**src/verilog/rv_core_defs.svh**
```systemverilog
`ifndef RV_CORE_DEFS_SVH
`define RV_CORE_DEFS_SVH

`define RV_XLEN         32
`define RV_REG_BITS     5
`define RV_RESET_PC     32'h0000_0000
// addi x0, x0, 0
`define RV_NOP          32'h0000_0013
`define RV_DSIZE_WORD   2'b10

// major opcodes
`define RV_OP_LUI       7'b0110111
`define RV_OP_IMM       7'b0010011
`define RV_OP_REG       7'b0110011
`define RV_OP_LOAD      7'b0000011
`define RV_OP_STORE     7'b0100011
`define RV_OP_BRANCH    7'b1100011
`define RV_OP_JAL       7'b1101111

// funct3 codes
`define RV_F3_ADD       3'b000
`define RV_F3_SLT       3'b010
`define RV_F3_XOR       3'b100
`define RV_F3_OR        3'b110
`define RV_F3_AND       3'b111
`define RV_F3_WORD      3'b010
`define RV_F3_BEQ       3'b000
`define RV_F3_BNE       3'b001

// funct7 codes
`define RV_F7_BASE      7'b0000000
`define RV_F7_SUB       7'b0100000

// alu operation encodings
`define RV_ALU_ADD      3'd0
`define RV_ALU_SUB      3'd1
`define RV_ALU_AND      3'd2
`define RV_ALU_OR       3'd3
`define RV_ALU_XOR      3'd4
`define RV_ALU_SLT      3'd5
`define RV_ALU_PASS_B   3'd6

`endif

```
**src/verilog/regfile.sv**
```systemverilog
`timescale 1ns/1ps
`default_nettype none

`include "rv_core_defs.svh"

module regfile (
    input  logic                    clk,
    input  logic                    rst,
    input  logic                    we,
    input  logic [`RV_REG_BITS-1:0] wa,
    input  logic [`RV_REG_BITS-1:0] ra1,
    input  logic [`RV_REG_BITS-1:0] ra2,
    input  logic [`RV_XLEN-1:0]     wd,
    output logic [`RV_XLEN-1:0]     rd1,
    output logic [`RV_XLEN-1:0]     rd2
);

    logic [`RV_XLEN-1:0] regs [0:(1 << `RV_REG_BITS)-1];

    always_ff @(posedge clk) begin
        if (!rst) begin
            for (int i = 0; i < (1 << `RV_REG_BITS); i++) begin
                regs[i] <= '0;
            end
        end else if (we && wa != '0) begin
            regs[wa] <= wd;
        end
    end

    // write-through so write-back needs no hazard check
    assign rd1 = (ra1 == '0) ? '0 : (we && wa == ra1) ? wd : regs[ra1];
    assign rd2 = (ra2 == '0) ? '0 : (we && wa == ra2) ? wd : regs[ra2];

    a_wa_known: assert property (@(posedge clk) disable iff (!rst) we |-> !$isunknown(wa))
        else $error("register write with unknown address");

endmodule

`default_nettype wire

```
**config.mk**
```make
export PLATFORM = sky130hd
export DESIGN_NAME = regfile
export DESIGN_NICKNAME = d
export VERILOG_FILES = /design/src/verilog/regfile.sv
export VERILOG_INCLUDE_DIRS = /design/src /design/src/verilog
export SDC_FILE = /design/constraint.sdc
export NUM_CORES = 2
export LEC_CHECK = 0
export BUFFER_PORTS_ARGS = -buffer_cell sky130_fd_sc_hd__buf_2
export CAP_MARGIN = 20
export CELL_PAD_IN_SITES_DETAIL_PLACEMENT = 0
export CELL_PAD_IN_SITES_GLOBAL_PLACEMENT = 1
export CORE_ASPECT_RATIO = 1.25
export CORE_MARGIN = 4
export CORE_UTILIZATION = 45
export CTS_CLUSTER_SIZE = 20
export DETAILED_ROUTE_END_ITERATION = 6
export GPL_TIMING_DRIVEN = 0
export PLACE_DENSITY = 0.7
export REMOVE_ABC_BUFFERS = 1
export SLEW_MARGIN = 10
export SYNTH_ARGS = -nofsm -noshare
export SYNTH_HDL_FRONTEND = slang
export SYNTH_SLANG_ARGS = --single-unit
```
**constraint.sdc**
```tcl
create_clock -name clk -period 11.2 [get_ports clk]
set_clock_uncertainty 0.05 [all_clocks]
set_input_delay 2.24 -clock clk [delete_from_list [all_inputs] [get_ports clk]]
set_output_delay 2.24 -clock clk [all_outputs]
set_load 0.05 [all_outputs]
```
==> results.json <==
{
  "synth_area_mm2": 0.0547,
  "power.density_mw_per_mm2": 146,
  "critPathLaunchType": "primary input",
  "coreArea_mm2": 0.120,
  "cts_tree": "done",
  "seq_area_mm2": 0.0307,
  "yosys.area.top_type_share_pct": 56.2,
  "antenna_found_initial": 27,
  "cts_hold_buf": 0,
  "rsz0062_at_grt": "no",
  "yosys.area_share.simple_pct": 12.4,
  "slew_headroom_pct": 15.5,
  "cts.sinks": 1024,
  "synth_edf_count": 1024,
  "setup_ws_ns": 2.69,
  "ioPinCount": 114,
  "drc": 0,
  "die_area_mm2": 0.127,
  "vias_per_cell": 6.65,
  "start_util_pct": 45.5,
  "fillers": 9538,
  "synth.area.mux_share_pct": 21.2,
  "worstPathRequired_ns": 8.91,
  "worst_slew_pin_slew_ns": 1.24,
  "fp.dieW_um": 320,
  "cts-root-buf": "clkbuf_16",
  "p_leak_nw": 22.3,
  "die_h_um": 398,
  "hold_path.class": "primary input to flip-flop",
  "gp_congestion": 0.766,
  "htree_levels": 3,
  "final-max-slew-violation-count": 0,
  "firstDrtPassIters": 5,
  "synth_fa_ha_area_share_pct": 0,
  "critPathCaptureType": "primary output",
  "place_ws_ns": 2.60,
  "p_total_w": 0.00931,
  "yosysMostFrequentCell": "edfxtp_1",
  "max-vdd-ir-drop_mv": 0.125,
  "ys_seq_area_share_pct": 56.2,
  "avgSynthCellArea_um2": 14.6,
  "crit_fanout": 67,
  "synth_top_cell_by_area": "edfxtp_1",
  "vias": 36069,
  "worstPathArrival_ns": 6.22,
  "overflow": 0,
  "drive_gt1_share_pct": 23.9,
  "dp_cells": 5225,
  "maxCapViolations": 0,
  "post_cts_buffers": 0,
  "drtIter0Drc": 5224,
  "netlist_instances": 3744,
  "netlist_top_cells_area": "edfxtp_1 (56%), mux4_2 (16%), and2_1 (11%)",
  "grt_use_total_pct": 30.3,
  "io_buffers": 113,
  "status": "finished clean",
  "multiInputGateArea_mm2": 0.0230,
  "hold_violations": 0,
  "timing.final.crit_period_ns": 8.51,
  "synth_compound_area_share_pct": 6.74,
  "grt_pass1_wl_mm": 272,
  "synth_ff_type": "edfxtp_1",
  "wire_per_inst_um": 35.8,
  "largest_reg_flops": 1024,
  "nNetsFinal": 3799,
  "synth_top_family_by_area": "multiplexers",
  "yosysUniqueCellTypes": 51,
  "fmax_ghz": 0.117,
  "ys_top_cells_by_count": "edfxtp_1 (1024), and2_1 (994), mux4_2 (388), clkbuf_1 (304), mux2i_1 (281)",
  "worst-setup-path-type": "primary input to primary output",
  "cts_buffers": 106,
  "synthArstFlopShare_pct": 0,
  "clk_path_buf_depth": 3,
  "wl_mm": 194,
  "ys_ff_latch": 1024,
  "cts_resized": 0,
  "finalSetupViolCount": 0,
  "synth-xor-area-share_pct": 0.160,
  "yosys_warnings": 0,
  "finalCritPeriodShare_pct": 76.0,
  "hpwl_mm": 132,
  "fin_cells": 5427,
  "top_register": "regs",
  "grt_pass1_vias": 36655,
  "path_clk_slew_ns": 0.06,
  "num_rows": 142,
  "area_delta_synth_final_pct": 16.5,
  "antenna_left": 0,
  "reg_top3": "regs (1024)",
  "grt_max_degree": 71
}
stage by stage:
step | setup TNS (ns) | cell area [um^2] | utilization (%) | hold WS (ns)
2_1_floorplan | 0 | 53000 | - | 2.39
3_3_place_gp | -478.38 | 55600 | 46.2 | 2.81
3_5_place_dp | 0 | 60400 | 50.2 | 2.82
4_1_cts | 0 | 63700 | 53.0 | 2.05
5_1_grt | 0 | 63700 | 53.0 | 2.10
6_report | 0 | 63700 | 53.0 | 2.08
cells by family (layout without fill, tap and decap cells):
logic type | Yosys count | count (layout)
compound gates | 500 | 500
xor+xnor | 10 | 10
buf+inv | 421 | 484
flops | 1024 | 1024
mux | 674 | 674
other cells | 1 | 37
simple gates | 1114 | 1114
power by group:
part	internal (W)	switching [W]
Sequential	0.00443	0.000102
Clock	0.00192	0.00153
Combinational	0.000524	0.000814
worst max-delay path, stage by stage:
cell and delay (ns):
buf_8 0.42, buf_16 0.43, buf_16 0.43, buf_16 0.37, buf_16 0.34, mux4_2 0.57, mux2_2 0.31, o2111ai_1 0.20
a31oi_1 0.27, buf_2 0.32
path summary, 6_finish.rpt:
| path | startpoint | end | slack, ns | depth (start not counted) |
|---|---|---|---|---|
| hold / removal | wd[28] | regs[1][28]$_SDFFCE_PN0P_ | 2.08 | 2 |
| setup / recovery | ra1[0] | rd1[29] | 2.69 | 10 |
cell type report:
type / count / share of cell area [%]
Clock inverter: 63 / 0.770
Multi-Input combinational cell: 2330 / 36.0
Inverter: 3 / 0.0216
Timing Repair Buffer: 284 / 7.39
Tap cell: 1584 / 3.11
Clock buffer: 134 / 4.39
Sequential cell: 1024 / 48.3
Antenna cell: 5 / 0.0196
metal layers:
metal	part of all wire, %	global-route usage [%]
met1	38	40.5
met2	47	48.1
met3	9.6	4.94
met4	5.9	15.9
met5	0	0
placed cells by master (no fill, tap or decap), drive strengths merged, types with 7 or more instances in the layout:
cell type	n
edfxtp	1024
and2	996
mux4	388
buf	283
mux2i	281
clkbuf	134
a22oi	133
a21oi	78
a22o	55
clkinv	52
nor2	43
o221ai	42
o22ai	41
o21ai	40
nand2	36
conb	32
a2111oi	24
o221a	18
a221o	13
nand3	11
xnor2	10
o211ai	10
a32oi	9
a211oi	7
a31oi	7
bufinv	7
Note: power is estimated with default switching activity, not from simulation.
