<file path="src/verilog/rv_core_defs.svh">
`ifndef RV_CORE_DEFS_SVH
`define RV_CORE_DEFS_SVH

`define RV_XLEN         32
`define RV_REG_BITS     5
`define RV_RESET_PC     32'h0000_0000
// addi x0, x0, 0
`define RV_NOP          32'h0000_0013
`define RV_DSIZE_WORD   2'b10

// major opcodes
`define RV_OP_LUI       7'b0110111
`define RV_OP_IMM       7'b0010011
`define RV_OP_REG       7'b0110011
`define RV_OP_LOAD      7'b0000011
`define RV_OP_STORE     7'b0100011
`define RV_OP_BRANCH    7'b1100011
`define RV_OP_JAL       7'b1101111

// funct3 codes
`define RV_F3_ADD       3'b000
`define RV_F3_SLT       3'b010
`define RV_F3_XOR       3'b100
`define RV_F3_OR        3'b110
`define RV_F3_AND       3'b111
`define RV_F3_WORD      3'b010
`define RV_F3_BEQ       3'b000
`define RV_F3_BNE       3'b001

// funct7 codes
`define RV_F7_BASE      7'b0000000
`define RV_F7_SUB       7'b0100000

// alu operation encodings
`define RV_ALU_ADD      3'd0
`define RV_ALU_SUB      3'd1
`define RV_ALU_AND      3'd2
`define RV_ALU_OR       3'd3
`define RV_ALU_XOR      3'd4
`define RV_ALU_SLT      3'd5
`define RV_ALU_PASS_B   3'd6

`endif

</file>
<file path="src/verilog/fetch.sv">
`timescale 1ns/1ps
`default_nettype none

`include "rv_core_defs.svh"

module fetch (
    input  logic                clk,
    input  logic                rst,
    input  logic                stall,
    input  logic                hold_front,
    input  logic                flush_front,
    input  logic                redirect,
    input  logic [`RV_XLEN-1:0] redirect_pc,
    input  logic [`RV_XLEN-1:0] idata,
    output logic [`RV_XLEN-1:0] iaddr,
    output logic [`RV_XLEN-1:0] instr,
    output logic [`RV_XLEN-1:0] pc,
    output logic [`RV_XLEN-1:0] pc_plus4,
    output logic                if_valid
);

    logic [`RV_XLEN-1:0] fetch_pc;
    logic [`RV_XLEN-1:0] seq_pc;

    assign seq_pc = fetch_pc + `RV_XLEN'd4;
    assign iaddr  = fetch_pc;

    always_ff @(posedge clk) begin
        if (!rst) begin
            fetch_pc <= `RV_RESET_PC;
            instr    <= `RV_NOP;
            if_valid <= 1'b0;
        end else if (!stall) begin
            if (redirect) begin
                fetch_pc <= redirect_pc;
            end else if (!hold_front) begin
                fetch_pc <= seq_pc;
            end
            // IF/ID register
            if (flush_front) begin
                instr    <= `RV_NOP;
                if_valid <= 1'b0;
            end else if (!hold_front) begin
                instr    <= idata;
                pc       <= fetch_pc;
                pc_plus4 <= seq_pc;
                if_valid <= 1'b1;
            end
        end
    end

endmodule

`default_nettype wire

</file>
<file path="config.mk">
export PLATFORM = sky130hd
export DESIGN_NAME = fetch
export DESIGN_NICKNAME = d
export VERILOG_FILES = /design/src/verilog/fetch.sv
export VERILOG_INCLUDE_DIRS = /design/src /design/src/verilog
export SDC_FILE = /design/constraint.sdc
export NUM_CORES = 1
export LEC_CHECK = 0
export ABC_AREA = 1
export CAP_MARGIN = 20
export CORE_MARGIN = 3
export CORE_UTILIZATION = 45
export DETAILED_ROUTE_END_ITERATION = 6
export DONT_BUFFER_PORTS = 1
export SYNTH_ARGS = -nofsm -noshare
export SYNTH_HDL_FRONTEND = slang
export SYNTH_SLANG_ARGS = --single-unit
</file>
<file path="constraint.sdc">
create_clock -name clk -period 4.72 [get_ports clk]
set_input_delay 0 -clock clk [delete_from_list [all_inputs] [get_ports clk]]
set_output_delay 0 -clock clk [all_outputs]
set_load 0.1 [all_outputs]
</file>
==> results of run 1 <==
cells in the mapped netlist, drive strengths merged, types with 2 or more instances:
cell type	number	area, µm²
and2	3	18.8
dfxtp	65	1300
a31oi	2	12.5
inv	27	101
a32o	17	170
nand3	8	40.0
nand2	139	542
a21oi	69	349
o32ai	2	17.5
nand3b	7	52.6
nor2	47	246
xnor2	5	43.8
edfxtp	62	1860
o21ai	34	170
xor2	10	125
buf	10	58.8
clkbuf	16	60.1
cell families after synthesis:
kind of cell,after synthesis,synth area share (%)
xor+xnor,15,3.24
fa+ha+maj,1,0.240
flops,127,60.7
compound gates,125,14.0
simple gates,205,17.6
buf+inv,53,4.23
metrics by stage:
| step | util [%] | instance area [µm²] |
|---|---|---|
| global placement | 48.9 | 5420 |
| floorplan | - | 5210 |
| detailed placement | 49.2 | 5450 |
==> qor_table.md, run 1 <==
| Item | Reported |
|---|---|
| Status | did not finish |
| Failed at | clock tree synthesis |
| Tool error | [ERROR RSZ-0060] Max buffer count reached. |
| Root Buffer Master | sky130_fd_sc_hd__clkbuf_16 |
| Count of mapped cells out of synthesis | 526 |
| Routability Congestion | 0.837 |
| HPWL after DPL | 9380 µm |
| Die span in y | 114 µm |
| Row count | 38 |
| Count of cells resized by post-cts repair | 0 |
| Proportion of synthesized flip-flops having asynchronous set or reset | 0% |
| Number of enable-type register cells in the synthesized netlist | 62 |
| Chip Width | 114 µm |
| PortBufs | 0 |
| Cts bufs inserted | 17 |
| Post CTS Setup Buffer Count | 0 |
| Avg Cell Area, Syn | 9.90 µm² |
| Number of hold buffers added after cts | 138 |
| I/O pin count | 199 |
| Primary FF master, synth | sky130_fd_sc_hd__dfxtp_1 |
| Worst Setup Slack post-DPL | 2120 ps |
| Effective utilization at floorplan | 47.0% |
| Sequential area share after synthesis | 60.7% |
| Inst Count DP | 656 |
| Synth cell types | 30 |
| Mapped cell area | 0.00521 mm² |
| Synth Register Bits | 127 |
| CTS Buffer Depth | 2 |
| Total of warnings raised by yosys | 0 |
| H-tree depth | 4 |
| Nets in the synthesized netlist | 597 |
| Number of clock sinks seen by CTS | 127 |
==> run 2: changes to the inputs <==
- CORE_UTILIZATION: 45 -> 30
- PLACE_DENSITY_LB_ADDON: not set -> 0.15
==> qor_table.md, run 2 <==
| Item | Reported | Delta |
|---|---|---|
| Most frequent standard cell in the layout excluding fill and tap cells | sky130_fd_sc_hd__dlygate4sd3_1 |  |
| Iteration-0 DRC Markers | 191 |  |
| Inst Count DP | 744 | +13% |
| Post CTS Setup Buffer Count | 0 | unchanged |
| Highest net fanout along the worst path | 5 |  |
| Layout fillers | 1593 |  |
| Share of final-layout standard cells stronger than drive strength 1 | 12.0% |  |
| Mapped cell area | 0.00521 mm² | unchanged |
| Reported max-cap violation count | 0 |  |
| Clk_skew | 6.22 ps |  |
| TritonCTS clock tree | yes |  |
| Most area-hungry cell type in the Yosys netlist | sky130_fd_sc_hd__edfxtp_1 |  |
| Antenna Nets Post-Route | 0 |  |
| Top cell types by occurrence after synthesis | sky130_fd_sc_hd__nand2_1 (133), sky130_fd_sc_hd__a21oi_1 (68), sky130_fd_sc_hd__dfxtp_1 (65) |  |
| Violated checks | negative hold slack |  |
| Stage delay of the slowest cell on the critical path | 1040 ps |  |
| Final clock period utilization by the worst path | 64.9% |  |
| Worst Setup Slack post-DPL | 2160 ps | +36.4 ps |
| Clock latency reported for the late side of the worst-skew pair | 410 ps |  |
| Library cell with the highest instance count after synthesis | sky130_fd_sc_hd__nand2_1 |  |
| PortBufs | 0 | unchanged |
| Sequential area share after synthesis | 60.7% | unchanged |
| Synth cell types | 30 | unchanged |
| Critical path arrival | 3420 ps |  |
| Layout Cell Area excl Fill | 0.00768 mm² |  |
| Via-per-instance ratio | 4.92 |  |
| Actual slew at the worst max-slew pin | 1170 ps |  |
| H-tree depth | 4 | unchanged |
| Area growth from synthesis to layout | 47.4% |  |
| Number of detailed-routing iterations run before antenna repair | 4 |  |
| HPWL after DPL | 10500 µm | +12% |
| Count of mapped cells out of synthesis | 526 | unchanged |
| Multi-input gate area in the final layout | 0.00183 mm² |  |
| Antenna Diode Count | 0 |  |
| Area fraction of the dominant cell type after synthesis | 35.7% | unchanged |
| Post-Route Hold Slack | -16.1 ps |  |
| Minimum setup slack in the final design | 1650 ps |  |
| Number of clock sinks seen by CTS | 127 | unchanged |
| Die span in y | 138 µm | +21% |
| Endpoint required time on the critical path | 5070 ps |  |
| Number of enable-type register cells in the synthesized netlist | 62 | unchanged |
| Peak Freq | 326 MHz |  |
| Placeable Area | 0.0168 mm² |  |
| CTS Buffer Depth | 2 | unchanged |
| Largest net degree at the start of global routing | 51 |  |
| Largest voltage drop on the vdd net | 0.244 mV |  |
| Total of warnings raised by yosys | 0 | unchanged |
| Final Routed Wirelength | 17300 µm |  |
| Final-report max-slew violation count | 0 |  |
| Clk slew on worst S/H paths | 60 ps |  |
| List of cells traversed by the critical path | ha_1 -> nand3_1 -> nor2_1 -> nand2_1 -> xnor2_1 -> nand2_1 -> a21oi_1 -> dlygate4sd3_1 |  |
| Post-layout net count | 757 |  |
| Cell leakage power | 2.90 nW |  |
| Cts bufs inserted | 17 | unchanged |
| Final worst path period need | 3070 ps |  |
| Avg Cell Area, Syn | 9.90 µm² | unchanged |
| Proportion of synthesized flip-flops having asynchronous set or reset | 0% | unchanged |
| Non-filler cells in the finished layout | 919 |  |
| Slowest library cell on the worst path | sky130_fd_sc_hd__dfxtp_1 |  |
| DRC violation count after routing | 0 |  |
| Final number of setup-violating endpoints | 0 |  |
| Critical path launch point type | register |  |
| Final hold violation count | 5 |  |
| Setup TNS | 0 ps |  |
| Row count | 47 | +24% |
| Sequential cell area | 0.00316 mm² |  |
| Root Buffer Master | sky130_fd_sc_hd__clkbuf_16 |  |
| Cell repeated most along the worst path | sky130_fd_sc_hd__nand2_1 |  |
| Overflow after GRT | 0 |  |
| DIE AREA | 0.0190 mm² |  |
| Routability Congestion | 0.814 | -2.7% |
| Routed via count | 4519 |  |
| Primary FF master, synth | sky130_fd_sc_hd__dfxtp_1 |  |
| Power density over the cells | 404 mW/mm² |  |
| Effective utilization at floorplan | 31.0% | -16 points |
| Placement Cell Area | 0.00563 mm² | +3.3% |
| Buffers and inverters on the worst path | 1 |  |
| Leading cell types by total area after synthesis | sky130_fd_sc_hd__edfxtp_1 (36%), sky130_fd_sc_hd__dfxtp_1 (25%), sky130_fd_sc_hd__nand2_1 (9.6%) |  |
| GR Util All Layers | 18.3% |  |
| Per-cell routed wire length | 18.9 µm |  |
| Number of global-route vias before repair | 4670 |  |
| Status | finished, violations left |  |
| Worst setup path class | register to register |  |
| Nets in the synthesized netlist | 597 | unchanged |
| Chip Width | 138 µm | +21% |
| Core utilization of the finished layout | 45.7% |  |
| RSZ-0062 raised after global routing | no |  |
| Kind of cell with the highest combined delay on the critical path | flip-flops |  |
| Global-route wire length before repair | 26000 µm |  |
| Number of antenna violations at the first check in global routing | 0 |  |
| Max-slew headroom | 22.2% |  |
| Commonest cells after routing, fill and taps aside | sky130_fd_sc_hd__dlygate4sd3_1 (139), sky130_fd_sc_hd__nand2_1 (133), sky130_fd_sc_hd__a21oi_1 (68) |  |
| Endpoint kind of the worst setup timing path | register |  |
| Hold Crit Class | input port to register |  |
| I/O pin count | 199 | unchanged |
| Synth Register Bits | 127 | unchanged |
run 2: repair_timing:
item,in CTS,in global routing
gates resized for setup,0,0
hold buffers,140,0
endpoints found under the hold margin,77,0
run 2: worst reg2reg max path, cell delays in order (launching register included):
cell and delay [ps]:
sky130_fd_sc_hd__dfxtp_1 1040, sky130_fd_sc_hd__ha_1 370, sky130_fd_sc_hd__nand3_1 130, sky130_fd_sc_hd__nor2_1 270, sky130_fd_sc_hd__nand2_1 180, sky130_fd_sc_hd__xnor2_1 220, sky130_fd_sc_hd__nand2_1 80, sky130_fd_sc_hd__a21oi_1 140
sky130_fd_sc_hd__dlygate4sd3_1 570
run 2: cells by family after synthesis:
| group | Yosys count | share of synthesized area (%) |
|---|---|---|
| buf+inv | 53 | 4.23 |
| flops | 127 | 60.7 |
| fa+ha+maj | 1 | 0.240 |
| xor+xnor | 15 | 3.24 |
| simple gates | 205 | 17.6 |
| compound gates | 125 | 14.0 |
run 2: area by class of cell:
cell class                      count  share of cell area (%)
Tap cell                          220                    3.58
Clock inverter                     12                    1.35
Sequential cell                   127                    41.2
Inverter                           27                    1.32
Multi-Input combinational cell    346                    23.8
Clock buffer                       20                    6.37
Timing Repair Buffer              167                    22.4
run 2: through the flow:
stage                     hold slack (ps)  total power [mW]
after CTS                            3.90              3.13
after global routing                 4.18              3.21
after detailed placement              130              1.71
after floorplan                       124              1.65
after global placement                126              1.70
final                               -16.1              3.10
run 2: power breakdown:
group	leakage, nW	total (mW)	switching, mW	internal [mW]
Sequential	1.09	1.44	0.238	1.20
Clock	0.301	1.30	0.499	0.801
Combinational	1.51	0.359	0.217	0.142
Total	2.90	3.10	0.954	2.15
run 2: routing by layer:
metal	track usage [%]	part of all wire (%)	up-vias	routed length, µm
met5	0	0	-	0
met4	6.81	1.8	0	317
met3	6.90	9.1	21	1570
met2	30.1	47	195	8180
met1	21.8	42	2177	7250
li1	-	-	2126	-
run 2: path summary, 6_finish.rpt:
kind | from | slack [ps] | end | cells past startpoint
worst min-delay path | flush_front | -20 | instr[5] | 3
worst min register to register | iaddr[30] | 540 | pc[30] | 0
worst max-delay path | iaddr[3] | 1650 | iaddr[12] | 8
worst max register to register | iaddr[3] | 1650 | iaddr[12] | 8
Note: power is estimated with default switching activity, not from simulation.
