===== src/verilog/rv_core_defs.svh =====
`ifndef RV_CORE_DEFS_SVH
`define RV_CORE_DEFS_SVH

`define RV_XLEN         32
`define RV_REG_BITS     5
`define RV_RESET_PC     32'h0000_0000
// addi x0, x0, 0
`define RV_NOP          32'h0000_0013
`define RV_DSIZE_WORD   2'b10

// major opcodes
`define RV_OP_LUI       7'b0110111
`define RV_OP_IMM       7'b0010011
`define RV_OP_REG       7'b0110011
`define RV_OP_LOAD      7'b0000011
`define RV_OP_STORE     7'b0100011
`define RV_OP_BRANCH    7'b1100011
`define RV_OP_JAL       7'b1101111

// funct3 codes
`define RV_F3_ADD       3'b000
`define RV_F3_SLT       3'b010
`define RV_F3_XOR       3'b100
`define RV_F3_OR        3'b110
`define RV_F3_AND       3'b111
`define RV_F3_WORD      3'b010
`define RV_F3_BEQ       3'b000
`define RV_F3_BNE       3'b001

// funct7 codes
`define RV_F7_BASE      7'b0000000
`define RV_F7_SUB       7'b0100000

// alu operation encodings
`define RV_ALU_ADD      3'd0
`define RV_ALU_SUB      3'd1
`define RV_ALU_AND      3'd2
`define RV_ALU_OR       3'd3
`define RV_ALU_XOR      3'd4
`define RV_ALU_SLT      3'd5
`define RV_ALU_PASS_B   3'd6

`endif


===== src/verilog/rv_core_pkg.sv =====
`default_nettype none

`include "rv_core_defs.svh"

package rv_core_pkg;

    typedef enum logic [2:0] {
        ALU_ADD    = `RV_ALU_ADD,
        ALU_SUB    = `RV_ALU_SUB,
        ALU_AND    = `RV_ALU_AND,
        ALU_OR     = `RV_ALU_OR,
        ALU_XOR    = `RV_ALU_XOR,
        ALU_SLT    = `RV_ALU_SLT,
        ALU_PASS_B = `RV_ALU_PASS_B
    } alu_op_t;

    // write-back source
    typedef enum logic [1:0] {
        WB_ALU = 2'd0,
        WB_MEM = 2'd1,
        WB_PC4 = 2'd2
    } wb_sel_t;

    typedef struct packed {
        logic [`RV_XLEN-1:0]     pc;
        logic [`RV_XLEN-1:0]     pc_plus4;
        logic [`RV_XLEN-1:0]     rs1_val;
        logic [`RV_XLEN-1:0]     rs2_val;
        logic [`RV_XLEN-1:0]     imm;
        logic [`RV_REG_BITS-1:0] rd;
        logic                    reg_write;
        alu_op_t                 alu_op;
        logic                    alu_src_imm;
        wb_sel_t                 wb_sel;
        logic                    load;
        logic                    store;
        logic                    beq;
        logic                    bne;
        logic                    jump;
        logic                    valid;
    } id_ex_t;

    typedef struct packed {
        logic [`RV_XLEN-1:0]     alu_result;
        logic [`RV_XLEN-1:0]     store_data;
        logic [`RV_XLEN-1:0]     branch_target;
        logic [`RV_XLEN-1:0]     pc_plus4;
        logic [`RV_REG_BITS-1:0] rd;
        logic                    reg_write;
        wb_sel_t                 wb_sel;
        logic                    load;
        logic                    store;
        logic                    take_branch;
        logic                    valid;
    } ex_mem_t;

    typedef struct packed {
        logic [`RV_XLEN-1:0]     alu_result;
        logic [`RV_XLEN-1:0]     load_data;
        logic [`RV_XLEN-1:0]     pc_plus4;
        logic [`RV_REG_BITS-1:0] rd;
        logic                    reg_write;
        wb_sel_t                 wb_sel;
        logic                    valid;
    } mem_wb_t;

endpackage

`default_nettype wire

===== src/verilog/decode.sv =====
`timescale 1ns/1ps
`default_nettype none

`include "rv_core_defs.svh"

module decode import rv_core_pkg::*; (
    input  logic                    clk,
    input  logic                    rst,
    input  logic                    stall,
    input  logic                    bubble_ex,
    input  logic                    flush_front,
    input  logic [`RV_XLEN-1:0]     instr,
    input  logic [`RV_XLEN-1:0]     pc,
    input  logic [`RV_XLEN-1:0]     pc_plus4,
    input  logic                    if_valid,
    input  logic [`RV_XLEN-1:0]     rd1,
    input  logic [`RV_XLEN-1:0]     rd2,
    output logic [`RV_REG_BITS-1:0] ra1,
    output logic [`RV_REG_BITS-1:0] ra2,
    output id_ex_t                  id_ex
);

    logic [6:0]          opcode;
    logic [2:0]          funct3;
    logic [6:0]          funct7;
    logic [`RV_XLEN-1:0] imm_i;
    logic [`RV_XLEN-1:0] imm_s;
    logic [`RV_XLEN-1:0] imm_b;
    logic [`RV_XLEN-1:0] imm_u;
    logic [`RV_XLEN-1:0] imm_j;
    alu_op_t             f3_op;
    logic                f3_ok;
    logic                known;
    id_ex_t              entry;

    assign opcode = instr[6:0];
    assign funct3 = instr[14:12];
    assign funct7 = instr[31:25];
    assign ra1    = instr[19:15];
    assign ra2    = instr[24:20];

    assign imm_i = {{20{instr[31]}}, instr[31:20]};
    assign imm_s = {{20{instr[31]}}, instr[31:25], instr[11:7]};
    assign imm_b = {{19{instr[31]}}, instr[31], instr[7], instr[30:25], instr[11:8], 1'b0};
    assign imm_u = {instr[31:12], 12'b0};
    assign imm_j = {{11{instr[31]}}, instr[31], instr[19:12], instr[20], instr[30:21], 1'b0};

    // shared by register and immediate forms
    always_comb begin
        f3_ok = 1'b1;
        case (funct3)
            `RV_F3_ADD: f3_op = ALU_ADD;
            `RV_F3_SLT: f3_op = ALU_SLT;
            `RV_F3_XOR: f3_op = ALU_XOR;
            `RV_F3_OR:  f3_op = ALU_OR;
            `RV_F3_AND: f3_op = ALU_AND;
            default: begin
                f3_op = ALU_ADD;
                f3_ok = 1'b0;
            end
        endcase
    end

    always_comb begin
        entry          = '0;
        entry.pc       = pc;
        entry.pc_plus4 = pc_plus4;
        entry.rs1_val  = rd1;
        entry.rs2_val  = rd2;
        entry.rd       = instr[11:7];
        entry.alu_op   = ALU_ADD;
        entry.wb_sel   = WB_ALU;
        known          = 1'b1;
        case (opcode)
            `RV_OP_LUI: begin
                entry.imm         = imm_u;
                entry.alu_op      = ALU_PASS_B;
                entry.alu_src_imm = 1'b1;
                entry.reg_write   = 1'b1;
            end
            `RV_OP_IMM: begin
                entry.imm         = imm_i;
                entry.alu_op      = f3_op;
                entry.alu_src_imm = 1'b1;
                entry.reg_write   = 1'b1;
                known             = f3_ok;
            end
            `RV_OP_REG: begin
                entry.alu_op    = (funct7 == `RV_F7_SUB) ? ALU_SUB : f3_op;
                entry.reg_write = 1'b1;
                known = f3_ok && (funct7 == `RV_F7_BASE ||
                                  (funct7 == `RV_F7_SUB && funct3 == `RV_F3_ADD));
            end
            `RV_OP_LOAD: begin
                entry.imm         = imm_i;
                entry.alu_src_imm = 1'b1;
                entry.reg_write   = 1'b1;
                entry.wb_sel      = WB_MEM;
                entry.load        = 1'b1;
                known             = (funct3 == `RV_F3_WORD);
            end
            `RV_OP_STORE: begin
                entry.imm         = imm_s;
                entry.alu_src_imm = 1'b1;
                entry.store       = 1'b1;
                known             = (funct3 == `RV_F3_WORD);
            end
            `RV_OP_BRANCH: begin
                entry.imm = imm_b;
                entry.beq = (funct3 == `RV_F3_BEQ);
                entry.bne = (funct3 == `RV_F3_BNE);
                known     = entry.beq || entry.bne;
            end
            `RV_OP_JAL: begin
                entry.imm       = imm_j;
                entry.reg_write = 1'b1;
                entry.wb_sel    = WB_PC4;
                entry.jump      = 1'b1;
            end
            default: known = 1'b0;
        endcase
        entry.valid = if_valid && known && !flush_front && !bubble_ex;
    end

    // ID/EX register
    always_ff @(posedge clk) begin
        if (!rst) begin
            id_ex.valid <= 1'b0;
        end else if (!stall) begin
            id_ex <= entry;
        end
    end

    a_ld_st_excl: assert property (@(posedge clk) disable iff (!rst)
        id_ex.valid |-> !(id_ex.load && id_ex.store))
        else $error("entry marked as both load and store");

endmodule

`default_nettype wire


===== config.mk =====
export PLATFORM = sky130hd
export DESIGN_NAME = decode
export DESIGN_NICKNAME = d
export VERILOG_FILES = /design/src/verilog/rv_core_pkg.sv /design/src/verilog/decode.sv
export VERILOG_INCLUDE_DIRS = /design/src /design/src/verilog
export SDC_FILE = /design/constraint.sdc
export NUM_CORES = 1
export LEC_CHECK = 0
export BUFFER_PORTS_ARGS = -buffer_cell sky130_fd_sc_hd__buf_2
export CAP_MARGIN = 20
export CELL_PAD_IN_SITES_DETAIL_PLACEMENT = 1
export CELL_PAD_IN_SITES_GLOBAL_PLACEMENT = 2
export CORE_UTILIZATION = 30
export CTS_CLUSTER_SIZE = 20
export DETAILED_ROUTE_END_ITERATION = 8
export MAX_ROUTING_LAYER = met4
export PLACE_DENSITY_LB_ADDON = 0.1
export SYNTH_ARGS = -nofsm -noshare
export SYNTH_HDL_FRONTEND = slang
export SYNTH_SLANG_ARGS = --single-unit

===== constraint.sdc =====
create_clock -name clk -period 20.1 [get_ports clk]
set_clock_uncertainty 0.15 [all_clocks]
set_input_delay 0 -clock clk [delete_from_list [all_inputs] [get_ports clk]]
set_output_delay 0 -clock clk [all_outputs]
set_load 0.005 [all_outputs]

==> impl_metrics.tcl <==
set metrics [dict create \
    synth_edf_count 177 \
    p_leak_nw 4.294 \
    clockPowerShare_pct 39.0 \
    p_switching_mw 0.1957 \
    synthMuxAreaShare_pct 0 \
    drive_above_1_share_pct 48.13 \
    initial_core_util_pct 30.86 \
    pin_count 354 \
    setup.worst_path.start_class "primary input" \
    final_area_mm2 0.01031 \
    clockRootBuffer "clkbuf_16" \
    powerDensity_mw_per_mm2 83.98 \
    placed_cells 897 \
    routed_wl_mm 21.15 \
    finalHoldViolCount 0 \
    hp-class "primary input to register" \
    tns_ps 0 \
    period_needed_ps 2571 \
    peakVddDrop_mv 0.05350 \
    fillCellCount 2074 \
    finalCritPeriodShare_pct 12.79 \
    cts_resized 0 \
    io_buffers 353 \
    die_y_um 144.2 \
    antenna_found_initial 1 \
    place_area_mm2 0.008089 \
    yosys-top-cells-count "edfxtp_1, nand2_1, buf_4, nor2_1" \
    dieArea_mm2 0.02079 \
    synthXorXnorAreaFrac_pct 0.1444 \
    final_antenna_net_count 0 \
    synthSimpleGateAreaFrac_pct 6.250 \
    routedWlPerCell_um 19.35 \
    cts_tree "yes" \
    reg2reg_from "id_ex[0]$_SDFFE_PN0N_" \
    cts_hold_buf 163 \
    postSynthAreaPerCell_um2 20.77 \
    globalplace.congestion 0.7813 \
    synthAdderAreaFrac_pct 0 \
    p_int_mw 0.6705 \
    p_sw_share_pct 22.59 \
    drtPass1Iterations 4 \
    grt_pass1_vias 4927 \
    post_cts_buffers 0 \
    syn2layout_area_growth_pct 70.03 \
    rows 51 \
    ys_ff_latch 178 \
    grt_pass1_wl_mm 29.39 \
    yosys_warnings 0 \
    drc 0 \
    cp_data_required_time_ps 19990 \
    arrival_ps 2460 \
    worst_setup_path_end_kind "register" \
    synth_top_family_by_area "simple AND/OR/NAND/NOR gates" \
    top_regs "id_ex x178" \
    hpwlAfterDp_mm 14.77 \
    grtUsageTotal_pct 20.25 \
    tightest_slew_ps 990.1 \
    fmax_mhz 389.0 \
    core_mm2 0.01965 \
    first_iter_violations 177 \
    critPathMaxFanout 78 \
    rsz0062_at_grt "no" \
    yosysMostFrequentCell "edfxtp_1" \
    yosysTopAreaCell "edfxtp_1" \
    ys_top_cells_by_area "edfxtp_1, nand2_1, buf_4" \
    layoutNonFillerInstCount 1093 \
    seqPwrFrac_pct 50.8 \
    min-delay-start "instr[0]" \
    syn-instance-count 292 \
    async_reset_ff_share_pct 0 \
    crit_start "stall" \
    ys.flop_type "edfxtp_1" \
    htreeDepth 4 \
    synth_nets 458 \
    maxCapViolCount 0 \
    slew_headroom_pct 33.85 \
    vias_per_cell 4.307 \
    synth_compound_area_share_pct 3.981 \
    nNetsFinal 980 \
    clkLatencyLatePin_ps 420 \
    critPathKind "primary input to register" \
    fp.dieW_um 144.2 \
    comb_power_share_pct 10.2 \
    largest_reg_flops 178 \
    yosysSeqAreaShare_pct 87.95 \
    postLayoutCoreUtil_pct 52.48 \
    finalMaxSlewViolations 0 \
    yosys.area.top_type_share_pct 87.62 \
    clock_path_buffers 2 \
    path_clk_slew_ps 70 \
    via_count 4708 \
    netlist_area_mm2 0.006066 \
    grt-ovfl-total 0 \
    largest-register "id_ex" \
    yosys.cell_types.count 45 \
    finalSetupViolations 0 \
    cts.sinks 178 \
    grt_max_degree 79 \
    cts_inserted_buffers 17 \
    status "finished, final reports clean" \
]
## through the flow
stage / hold slack (ps) / worst slack (ps) / total power, mW
floorplan: -69.18 / 11370 / 0.4669
global placement: 26.11 / 17720 / 0.5087
detailed placement: 28.44 / 17650 / 0.5109
CTS: 37.60 / 17560 / 0.8737
global route: 57.99 / 17370 / 0.8972
finish: 49.11 / 17530 / 0.8662
## kinds of logic after synthesis
logic type	count (synthesis)
simple gates	68
compound gates	29
buf+inv	16
flops	178
xor+xnor	1
## cell type report
type,instances,area (µm²),share of cell area (%)
diodes,1,2.502,0.02426
clock buffers,17,425.4,4.125
clock inverters,15,165.2,1.601
inverters,1,3.754,0.03639
multi-input cells,98,636.9,6.175
flip-flops and latches,178,5335,51.73
well taps,265,331.6,3.215
repair buffers,518,3413,33.09
## critical path, cell delays in order
cell and delay, ps:
dlygate4sd3_1 560, buf_2 170, nor2b_4 770, buf_4 910
## cell usage in the layout (no fill, tap or decap), types with 2 or more instances in the layout
master and instances:
edfxtp_1 177, o21ai_0 2, a21oi_1 2, inv_8 2, clkbuf_16 17, nor2_1 10
nor2b_1 8, clkinv_2 2, or2_2 2, a22o_1 4, bufinv_16 2, nand2b_1 3
nand4_1 2, buf_4 2, dlygate4sd3_1 163, nand2_1 25, buf_2 353, inv_6 7
a21o_1 9, nor3_1 3
## power by group through the flow
stage / Sequential (mW) / Clock [mW] / Combinational, mW
2_1_floorplan: 0.456 / 0 / 0.0112
4_1_cts: 0.440 / 0.344 / 0.0893
3_3_place_gp: 0.447 / 0 / 0.0617
3_5_place_dp: 0.448 / 0 / 0.0629
5_1_grt: 0.442 / 0.359 / 0.0955
6_report: 0.440 / 0.337 / 0.0884
## final timing paths
check | to | slack, ps | cells after the start
hold / removal | id_ex[7]$_DFFE_PP_ | 50 | 3
setup reg to reg | id_ex[0]$_SDFFE_PN0N_ | 18310 | 3
hold reg to reg | id_ex[0]$_SDFFE_PN0N_ | 1020 | 4
setup / recovery | id_ex[112]$_DFFE_PP_ | 17530 | 4
## layer usage
metal	GRT usage (%)	vias up	wire, µm
li1	-	2180	-
met1	21.39	2313	7741
met2	36.28	192	11580
met3	5.530	23	1491
met4	7.036	0	331
met5	-	-	0
Note: power is estimated with default switching activity, not from simulation.
