**src/verilog/rv_core_defs.svh**
```systemverilog
`ifndef RV_CORE_DEFS_SVH
`define RV_CORE_DEFS_SVH

`define RV_XLEN         32
`define RV_REG_BITS     5
`define RV_RESET_PC     32'h0000_0000
// addi x0, x0, 0
`define RV_NOP          32'h0000_0013
`define RV_DSIZE_WORD   2'b10

// major opcodes
`define RV_OP_LUI       7'b0110111
`define RV_OP_IMM       7'b0010011
`define RV_OP_REG       7'b0110011
`define RV_OP_LOAD      7'b0000011
`define RV_OP_STORE     7'b0100011
`define RV_OP_BRANCH    7'b1100011
`define RV_OP_JAL       7'b1101111

// funct3 codes
`define RV_F3_ADD       3'b000
`define RV_F3_SLT       3'b010
`define RV_F3_XOR       3'b100
`define RV_F3_OR        3'b110
`define RV_F3_AND       3'b111
`define RV_F3_WORD      3'b010
`define RV_F3_BEQ       3'b000
`define RV_F3_BNE       3'b001

// funct7 codes
`define RV_F7_BASE      7'b0000000
`define RV_F7_SUB       7'b0100000

// alu operation encodings
`define RV_ALU_ADD      3'd0
`define RV_ALU_SUB      3'd1
`define RV_ALU_AND      3'd2
`define RV_ALU_OR       3'd3
`define RV_ALU_XOR      3'd4
`define RV_ALU_SLT      3'd5
`define RV_ALU_PASS_B   3'd6

`endif

```
**src/verilog/rv_core_pkg.sv**
```systemverilog
`default_nettype none

`include "rv_core_defs.svh"

package rv_core_pkg;

    typedef enum logic [2:0] {
        ALU_ADD    = `RV_ALU_ADD,
        ALU_SUB    = `RV_ALU_SUB,
        ALU_AND    = `RV_ALU_AND,
        ALU_OR     = `RV_ALU_OR,
        ALU_XOR    = `RV_ALU_XOR,
        ALU_SLT    = `RV_ALU_SLT,
        ALU_PASS_B = `RV_ALU_PASS_B
    } alu_op_t;

    // write-back source
    typedef enum logic [1:0] {
        WB_ALU = 2'd0,
        WB_MEM = 2'd1,
        WB_PC4 = 2'd2
    } wb_sel_t;

    typedef struct packed {
        logic [`RV_XLEN-1:0]     pc;
        logic [`RV_XLEN-1:0]     pc_plus4;
        logic [`RV_XLEN-1:0]     rs1_val;
        logic [`RV_XLEN-1:0]     rs2_val;
        logic [`RV_XLEN-1:0]     imm;
        logic [`RV_REG_BITS-1:0] rd;
        logic                    reg_write;
        alu_op_t                 alu_op;
        logic                    alu_src_imm;
        wb_sel_t                 wb_sel;
        logic                    load;
        logic                    store;
        logic                    beq;
        logic                    bne;
        logic                    jump;
        logic                    valid;
    } id_ex_t;

    typedef struct packed {
        logic [`RV_XLEN-1:0]     alu_result;
        logic [`RV_XLEN-1:0]     store_data;
        logic [`RV_XLEN-1:0]     branch_target;
        logic [`RV_XLEN-1:0]     pc_plus4;
        logic [`RV_REG_BITS-1:0] rd;
        logic                    reg_write;
        wb_sel_t                 wb_sel;
        logic                    load;
        logic                    store;
        logic                    take_branch;
        logic                    valid;
    } ex_mem_t;

    typedef struct packed {
        logic [`RV_XLEN-1:0]     alu_result;
        logic [`RV_XLEN-1:0]     load_data;
        logic [`RV_XLEN-1:0]     pc_plus4;
        logic [`RV_REG_BITS-1:0] rd;
        logic                    reg_write;
        wb_sel_t                 wb_sel;
        logic                    valid;
    } mem_wb_t;

endpackage

`default_nettype wire
```
**src/verilog/hazard_unit.sv**
```systemverilog
`timescale 1ns/1ps
`default_nettype none

`include "rv_core_defs.svh"

module hazard_unit import rv_core_pkg::*; (
    input  logic [`RV_REG_BITS-1:0] rs1,
    input  logic [`RV_REG_BITS-1:0] rs2,
    input  id_ex_t                  ex_entry,
    input  ex_mem_t                 mem_entry,
    input  logic                    redirect,
    output logic                    hold_front,
    output logic                    bubble_ex,
    output logic                    flush_front
);

    logic ex_hit;
    logic mem_hit;

    function automatic logic dest_hit(
        input logic                    writes,
        input logic [`RV_REG_BITS-1:0] rd,
        input logic [`RV_REG_BITS-1:0] a,
        input logic [`RV_REG_BITS-1:0] b
    );
        return writes && (rd != '0) && (rd == a || rd == b);
    endfunction

    assign ex_hit  = dest_hit(ex_entry.valid && ex_entry.reg_write, ex_entry.rd, rs1, rs2);
    assign mem_hit = dest_hit(mem_entry.valid && mem_entry.reg_write, mem_entry.rd, rs1, rs2);

    // redirect wins, the waiting instruction is flushed anyway
    assign flush_front = redirect;
    assign hold_front  = (ex_hit || mem_hit) && !redirect;
    assign bubble_ex   = hold_front;

    always_comb begin
        a_hold_vs_flush: assert (!(hold_front && flush_front))
            else $error("front end held and flushed together");
    end

endmodule

`default_nettype wire

```
**config.mk**
```make
export PLATFORM = sky130hd
export DESIGN_NAME = hazard_unit
export DESIGN_NICKNAME = d
export VERILOG_FILES = /design/src/verilog/rv_core_pkg.sv /design/src/verilog/hazard_unit.sv
export VERILOG_INCLUDE_DIRS = /design/src /design/src/verilog
export SDC_FILE = /design/constraint.sdc
export NUM_CORES = 1
export LEC_CHECK = 0
export BUFFER_PORTS_ARGS = -buffer_cell sky130_fd_sc_hd__buf_2
export CORE_AREA = 2 2 130 132
export DETAILED_ROUTE_END_ITERATION = 8
export DIE_AREA = 0 0 132 134
export GPL_TIMING_DRIVEN = 1
export SLEW_MARGIN = 20
export SYNTH_ARGS = -nofsm -noshare
export SYNTH_HDL_FRONTEND = slang
export SYNTH_SLANG_ARGS = --single-unit
```
**constraint.sdc**
```tcl
create_clock -name vclk -period 2.28
set_input_delay 0.456 -clock vclk [all_inputs]
set_output_delay 0.456 -clock vclk [all_outputs]
set_load 0.01 [all_outputs]
```
==> reports/qor.csv, run 1 <==
stage;metric;value;unit
floorplanning;pin_count;332;
synth;avgSynthCellArea;6.99;µm²
worst_setup_path;startpoint;ex_entry[17];
detailed_routing;viasPerCell;1.31;
cells_and_area;syn2layout_area_growth;143;%
cells_and_area;design.seq.count;0;
synth;seq_area_frac_synth;0;%
pwr;comb_power_share;100.0;%
grt;grtUsageMet3;2.12;%
floorplanning;num_rows;47;
worst_setup_path;worstSetupEndpointType;primary output;
worst_setup_path;worstSetupPathType;input port to primary output;
outcome;status;finished clean;
worst_setup_path;path_max_fanout;3;
synth;synthAdderAreaFrac;0;%
grt;grt_pass1_wl;2.71;mm
detailed_routing;drt_iter0_drc;9;
synth;synth.distinct_cells;9;
pwr;internal_power;0.0367;mW
synth;synth-simple-area-share;22.7;%
worst_setup_path;cp_cell_sequence;buf_2 -> xor2_1 -> nor3_1 -> a22oi_1 -> o22ai_1 -> buf_2;
worst_setup_path;cp.required;1.82;ns
synth;synth_nets;370;
floorplanning;design.core.area;16300;µm²
detailed_routing;num_vias;382;
grt;use_met2;3.96;%
grt;grt_overflow_total;0;
worst_setup_path;path_buf_inv;2;
worst_setup_path;cp_slowest_cell;o22ai_1;
sta;setup_viol;0;
pwr;pwr-share-seq;0;%
sta;tns;0;ns
pwr;switching_share;50.7;%
worst_setup_path;arrival;1.59;ns
floorplanning;dieWidth;132;µm
grt;antenna_found_initial;7;
cells_and_area;n_clock_buffer;0;
worst_setup_path;slowest_delay;0.32;ns
clock_tree;cts_resized;0;
grt;grt_pass1_vias;413;
worst_setup_path;critical_path.most_common_cell;buf_2;
worst_setup_path;cp-start-kind;input port;
place;dp_slack;0.226;ns
detailed_routing;detail-route-antenna-nets;0;
run;maxCapViolations;0;
synth;synth_xor_area_share;61.1;%
hold_path;hold_class;input port to primary output;
cells_and_area;seq_area;0;µm²
synth;synth_top_area_share;61.1;%
cells_and_area;nFillCells;1953;
pwr;ir_worst_vdd;0.0133;mV
grt;grt_usage;2.18;%
hold_path;min-delay-start;redirect;
synth;synth-compound-area-share;10.9;%
sta;finalCritPeriodShare;89.8;%
clock_tree;post_cts_buffers;0;
clock_tree;cts.hold.buffers_added;0;
sta;rsz0062_at_grt;false;
floorplanning;start_util;1.76;%
synth;ys_warn_count;0;
sta;finalHoldViolCount;0;
detailed_routing;drtPass1Iterations;2;
sta;slew_violations;0;
synth;yosysTopAreaCell;xor2_1;
sta;fmax;488;MHz
place;gp_congestion;0.673;
worst_setup_path;crit_cells;6;
cells_and_area;final_nets;398;
detailed_routing;drt_wl_total;2.00;mm
synth;syn_inst;41;
sta;timing.final.ws_setup;0.233;ns
detailed_routing;drc;0;
synth;synth_top_family_by_area;XOR/XNOR gates;
sta;relSlewSlack;78.2;%
pwr;powerDensity;107;nW/µm²
worst_setup_path;endpoint;hold_front;
pwr;leakage;0.224;nW
place;port-buffer-count;28;
worst_setup_path;critical-path-top-delay-family;compound AO/OA/AOI/OAI gates;
sta;tightestPinTransition;0.327;ns
synth;ys_top_cells_by_count;20 x xor2_1, 6 x nor2_1, 4 x nor3_1;
cells_and_area;drive_gt1_share;41.8;%
pwr;p_switching;0.0377;mW
synth;synth.most_common_cell;xor2_1;
pwr;power.share.clock;0;%
synth;synth_mux_area_share;0;%
grt;grt_busiest_layer;met2;
floorplanning;die-area;17700;µm²
floorplanning;die-height;134;µm
detailed_routing;routedWlPerCell;6.87;µm
sta;min_period;2.05;ns
grt;grt_max_degree;4;
grt;use_met1;1.82;%
synth;synth_area;287;µm²
synth;ys_top_cells_by_area;xor2_1 61%, nor2_1 7.9%, nor3_1 7.0%;
-- worst min path at each step --
stage | to | slack [ns] | depth (start not counted)
5_1_grt | flush_front | 1.17 | 2
2_1_floorplan | flush_front | 1.00 | 1
3_5_place_dp | flush_front | 1.16 | 2
4_1_cts | flush_front | 1.16 | 2
6_report | flush_front | 1.15 | 2
3_3_place_gp | flush_front | 1.16 | 2
-- layer usage --
layer  routed length, µm  up-vias
met2                 952       16
met4                   1        6
li1                    -      197
met5                  34        -
met1                 640      157
met3                 369        6
-- area by class of cell --
class / count / area (µm²) / share of cell area (%)
antenna: 4 / 10.0 / 1.44
multi-input combinational: 39 / 272 / 39.0
tap: 220 / 275 / 39.5
timing repair buffer: 28 / 140 / 20.1
-- power by group through the flow --
stage | combinational, mW | clock, mW | sequential (mW)
global placement | 0.0738 | 0 | 0
global route | 0.0839 | 0.0000000586 | 0
floorplan | 0.0350 | 0 | 0
finish | 0.0744 | 0.000000235 | 0
detailed placement | 0.0751 | 0 | 0
CTS | 0.0755 | 0 | 0
-- kinds of logic after synthesis --
kind of cell	count (synthesis)
compound gates	5
xor+xnor	20
buf+inv	2
simple gates	14
-- layout by cell type, fill, tap and decap left out --
cell and count:
nor3_1 4, o22ai_1 1, o21ai_1 2, or4_1 2, nor2_1 6, xor2_1 20
diode_2 4, a22oi_1 2, nand2_1 2, buf_2 28
-- stage by stage --
step | std cells | area [µm²] | hold slack (ns) | power (mW) | utilization [%]
2_1_floorplan | 41 | 287 | 1.00 | 0.0350 | -
3_3_place_gp | 287 | 687 | 1.16 | 0.0738 | 4.22
3_5_place_dp | 287 | 687 | 1.16 | 0.0751 | 4.22
4_1_cts | 287 | 687 | 1.16 | 0.0755 | 4.22
5_1_grt | 288 | 689 | 1.17 | 0.0839 | 4.23
6_report | 291 | 697 | 1.15 | 0.0744 | 4.28
Power figures use the tool's default switching activity.
==> inputs of run 2 (changes only) <==
Settings changed: ABC_AREA set to 1, CORE_AREA 2 2 130 132 to 2 2 128 130, DIE_AREA 0 0 132 134 to 0 0 130 132, MAX_ROUTING_LAYER set to met4.
==> reports/qor.csv, run 2 <==
stage;metric;value;unit
cells_and_area;antennaDiodeCount;0;
sta;min_period;1.88;ns
worst_setup_path;path_max_fanout;4;
worst_setup_path;cp_slowest_cell;nor3_1;
hold_path;hold_class;input port to primary output;
detailed_routing;drt_wl_total;1.56;mm
sta;finalHoldViolCount;0;
floorplanning;dieWidth;130;µm
floorplanning;die-area;17200;µm²
floorplanning;start_util;2.55;%
clock_tree;cts_resized;0;
sta;timing.hold.ws;1.13;ns
sta;slew_violations;0;
grt;grt_pass1_vias;534;
synth;synth.distinct_cells;10;
cells_and_area;final_common_cell;nand2_1;
synth;syn_inst;92;
synth;yosysTopAreaCell;nand2_1;
grt;grt_overflow_total;0;
sta;rsz0062_at_grt;false;
detailed_routing;drtPass1Iterations;3;
worst_setup_path;slowest_delay;0.25;ns
clock_tree;post_cts_buffers;0;
cells_and_area;most-common-layout-cells;42 x nand2_1, 28 x buf_2, 18 x inv_1;
cells_and_area;final_nets;449;
worst_setup_path;worstSetupPathType;input port to primary output;
place;dp_hpwl;1.51;mm
synth;ys_top_cells_by_area;nand2_1 39%, inv_1 17%, nor2_1 11%;
place;gp_congestion;0.766;
synth;synth_top_area_share;39.4;%
pwr;ir_worst_vdd;0.0550;mV
synth;synth_nets;421;
place;port-buffer-count;28;
detailed_routing;drt_iter0_drc;4;
synth;ys_warn_count;0;
cells_and_area;drive_gt1_share;25.4;%
synth;synth_area;400;µm²
cells_and_area;seq_area;0;µm²
sta;fmax;532;MHz
detailed_routing;viasPerCell;1.69;
sta;tightestPinTransition;0.236;ns
pwr;p_total;0.0882;mW
clock_tree;cts.hold.buffers_added;0;
worst_setup_path;cp-start-kind;input port;
floorplanning;design.core.area;15700;µm²
synth;synth.most_common_cell;nand2_1;
grt;grt_usage;1.88;%
worst_setup_path;startpoint;mem_entry[9];
synth;ys_top_cells_by_count;42 x nand2_1, 18 x inv_1, 12 x nor2_1;
sta;setup_viol;0;
run;maxCapViolations;0;
cells_and_area;syn2layout_area_growth;98.7;%
worst_setup_path;path_buf_inv;3;
grt;antenna_found_initial;0;
sta;finalCritPeriodShare;82.4;%
cells_and_area;n_clock_buffer;0;
sta;tns;0;ns
hold_path;min-delay-start;redirect;
grt;grt_max_degree;6;
synth;avgSynthCellArea;4.35;µm²
worst_setup_path;cp_cell_sequence;buf_2 -> nor3_1 -> nand3_1 -> nand3_1 -> inv_1 -> nand2_1 -> a21oi_2 -> buf_2;
cells_and_area;design.seq.count;0;
worst_setup_path;arrival;1.42;ns
cells_and_area;layout.cells.non_filler;334;
detailed_routing;detail-route-antenna-nets;0;
worst_setup_path;critical-path-top-delay-family;simple AND/OR/NAND/NOR gates;
detailed_routing;drc;0;
worst_setup_path;cp.required;1.82;ns
place;placed_cells;334;
worst_setup_path;worstSetupEndpointType;primary output;
detailed_routing;num_vias;564;
outcome;status;finished clean;
pwr;powerDensity;111;nW/µm²
floorplanning;die-height;132;µm
pwr;leakage;0.398;nW
floorplanning;pin_count;332;
detailed_routing;routedWlPerCell;4.67;µm
synth;seq_area_frac_synth;0;%
floorplanning;num_rows;46;
sta;relSlewSlack;84.1;%
grt;grt_pass1_wl;2.48;mm
## run 2: cell count changes after synthesis, moves of 4 or more
cell / change
inv_1: +18
nand2_1: +40
nand3_1: +8
nor2_1: +6
xnor2_1: +4
xor2_1: -18
## run 2: logic make-up (layout without fill, tap and decap cells)
group / count (synthesis) / count (layout) / share of synthesized area, %
compound gates: 1 / 1 / 2.19
simple gates: 64 / 64 / 63.1
buf+inv: 21 / 47 / 21.6
xor+xnor: 6 / 6 / 13.1
## run 2: per-stage QoR
stage	setup slack, ns	cell area, µm²	util (%)
floorplan	0.631	400	-
global placement	0.390	796	5.06
detailed placement	0.384	796	5.06
CTS	0.381	796	5.06
global route	0.205	796	5.06
finish	0.401	796	5.06
## run 2: where the power goes
part	switching [mW]	leakage [nW]	internal (mW)
Sequential	0	0	0
Clock	0	0	0
Combinational	0.0489	0.398	0.0393
Total	0.0489	0.398	0.0393
## run 2: path summary, 6_finish.rpt
check,endpoint,slack [ns],depth (start not counted)
setup / recovery,hold_front,0.40,8
hold / removal,flush_front,1.13,2
## run 2: layout make-up
| type | instances | area, µm² |
|---|---|---|
| Timing Repair Buffer | 28 | 140 |
| Inverter | 19 | 71.3 |
| Multi-Input combinational cell | 71 | 314 |
| Fill cell | 1872 | 14900 |
| Tap cell | 216 | 270 |
## run 2: per-layer routing
metal / track usage (%) / routed length, µm
met2: 3.49 / 762
met3: 0 / 70
met4: 0 / 0
met1: 2.44 / 726
met5: - / 0
==> inputs of run 3 (changes only) <==
Settings changed: ABC_AREA 1 to 0, CORE_AREA 2 2 128 130 to 2 2 130 132, DIE_AREA 0 0 130 132 to 0 0 132 134.
Clock period 2.28 ns to 1.85 ns, I/O delays scaled along.
==> reports/qor.csv, run 3 (same netlist as run 1, synthesis figures left out) <==
stage;metric;value;unit
outcome;status;finished clean;
sta;setup_viol;0;
worst_setup_path;path_max_fanout;3;
cells_and_area;fin_util;4.55;%
detailed_routing;viasPerCell;1.27;
pwr;internal_power;0.0508;mW
grt;grt_usage;2.28;%
floorplanning;die-height;134;µm
sta;relSlewSlack;83.2;%
floorplanning;start_util;1.76;%
pwr;pwr-share-seq;0;%
cells_and_area;design.seq.count;0;
place;port-buffer-count;28;
sta;min_period;1.81;ns
hold_path;min-delay-start;redirect;
detailed_routing;num_vias;374;
detailed_routing;drc;0;
pwr;ir_worst_vdd;0.0192;mV
cells_and_area;syn2layout_area_growth;159;%
detailed_routing;drt_wl_total;1.99;mm
cells_and_area;nFillCells;1944;
worst_setup_path;cp-start-kind;input port;
pwr;switching_share;49.8;%
pwr;powerDensity;136;nW/µm²
worst_setup_path;critical_path.most_common_cell;buf_2;
pwr;comb_power_share;100.0;%
cells_and_area;most-common-layout-cells;28 x buf_2, 20 x xor2_1, 6 x nor2_1;
floorplanning;pin_count;332;
cells_and_area;final_common_cell;buf_2;
place;dp_hpwl;1.91;mm
detailed_routing;routedWlPerCell;6.76;µm
clock_tree;post_cts_buffers;0;
cells_and_area;seq_area;0;µm²
detailed_routing;drtPass1Iterations;2;
worst_setup_path;cp.required;1.48;ns
detailed_routing;drt_iter0_drc;4;
sta;tightestPinTransition;0.251;ns
pwr;p_total;0.101;mW
worst_setup_path;startpoint;ex_entry[17];
pwr;p_switching;0.0505;mW
run;maxCapViolations;0;
floorplanning;die-area;17700;µm²
worst_setup_path;slowest_delay;0.53;ns
grt;grt_pass1_wl;2.78;mm
grt;grt_pass1_vias;414;
grt;grt_overflow_total;0;
grt;antenna_found_initial;4;
detailed_routing;detail-route-antenna-nets;0;
worst_setup_path;path_buf_inv;2;
sta;finalHoldViolCount;0;
worst_setup_path;worstSetupPathType;input port to primary output;
worst_setup_path;arrival;1.44;ns
pwr;power.share.clock;0;%
cells_and_area;drive_gt1_share;51.4;%
worst_setup_path;worstSetupEndpointType;primary output;
worst_setup_path;cp_cell_sequence;buf_2 -> or4_4 -> o21ai_2 -> o22ai_2 -> buf_2;
hold_path;hold_class;input port to primary output;
cells_and_area;final_nets;401;
grt;grt_max_degree;4;
place;gp_congestion;0.704;
sta;fmax;553;MHz
cells_and_area;n_clock_buffer;0;
floorplanning;design.core.area;16300;µm²
floorplanning;dieWidth;132;µm
floorplanning;num_rows;47;
worst_setup_path;cp_slowest_cell;or4_4;
pwr;leakage;0.243;nW
clock_tree;cts.hold.buffers_added;0;
worst_setup_path;critical-path-top-delay-family;simple AND/OR/NAND/NOR gates;
sta;finalCritPeriodShare;97.7;%
sta;slew_violations;0;
run 3: cell count changes in the layout (fill, tap and decap cells not counted), moves of 2 or more:
| cell | previous run | this run |
|---|---|---|
| nand2_1 | 42 | 2 |
| inv_1 | 18 | 0 |
| xor2_1 | 2 | 20 |
| nand3_1 | 8 | 0 |
| nor2_1 | 12 | 6 |
| diode_2 | 0 | 4 |
| xnor2_1 | 4 | 0 |
| buf_4 | 0 | 3 |
| a22oi_1 | 0 | 2 |
| o21ai_2 | 0 | 2 |
run 3: worst paths after layout:
path                     endpoint  cells after the start  slack [ns]
worst max-delay path    bubble_ex                      5        0.04
worst min-delay path  flush_front                      2        0.99
run 3: final cells by class:
| class | count | area, µm² | share of cell area [%] |
|---|---|---|---|
| Antenna cell | 4 | 10.0 | 1.35 |
| Multi-Input combinational cell | 39 | 294 | 39.6 |
| Tap cell | 220 | 275 | 37.1 |
| Timing Repair Buffer | 31 | 163 | 21.9 |
run 3: metrics by stage:
| stage | hold WS, ns | worst slack, ns | TNS [ns] | cells | area (µm²) |
|---|---|---|---|---|---|
| floorplan | 0.832 | 0.183 | 0 | 41 | 287 |
| global placement | 0.985 | -0.0259 | -0.0515 | 291 | 717 |
| detailed placement | 0.986 | -0.0329 | -0.0646 | 291 | 717 |
| CTS | 0.986 | 0.00438 | 0 | 290 | 716 |
| global route | 0.994 | -0.00243 | -0.00457 | 294 | 742 |
| finish | 0.994 | 0.0428 | 0 | 294 | 742 |
run 3: power by group through the flow:
stage | Sequential [mW] | Combinational (mW) | Clock (mW)
6_report | 0 | 0.101 | 0.000000289
5_1_grt | 0 | 0.114 | 0.000000289
4_1_cts | 0 | 0.0988 | 0
3_5_place_dp | 0 | 0.0976 | 0
3_3_place_gp | 0 | 0.0967 | 0
2_1_floorplan | 0 | 0.0431 | 0
run 3: repair_timing:
action                                  in CTS  in global routing
endpoints found under the setup margin       2                  2
gates resized for setup                      1                  4
pin swaps                                    2                  2
run 3: per-layer routing:
| layer | wire length [µm] | share of wire, % | vias up | GRT usage, % |
|---|---|---|---|---|
| met5 | 0 | 0 | - | - |
| met3 | 341 | 17 | 0 | 1.81 |
| met4 | 0 | 0 | 0 | 0 |
| met2 | 923 | 46 | 16 | 3.91 |
| met1 | 722 | 36 | 156 | 2.14 |
| li1 | - | - | 202 | - |
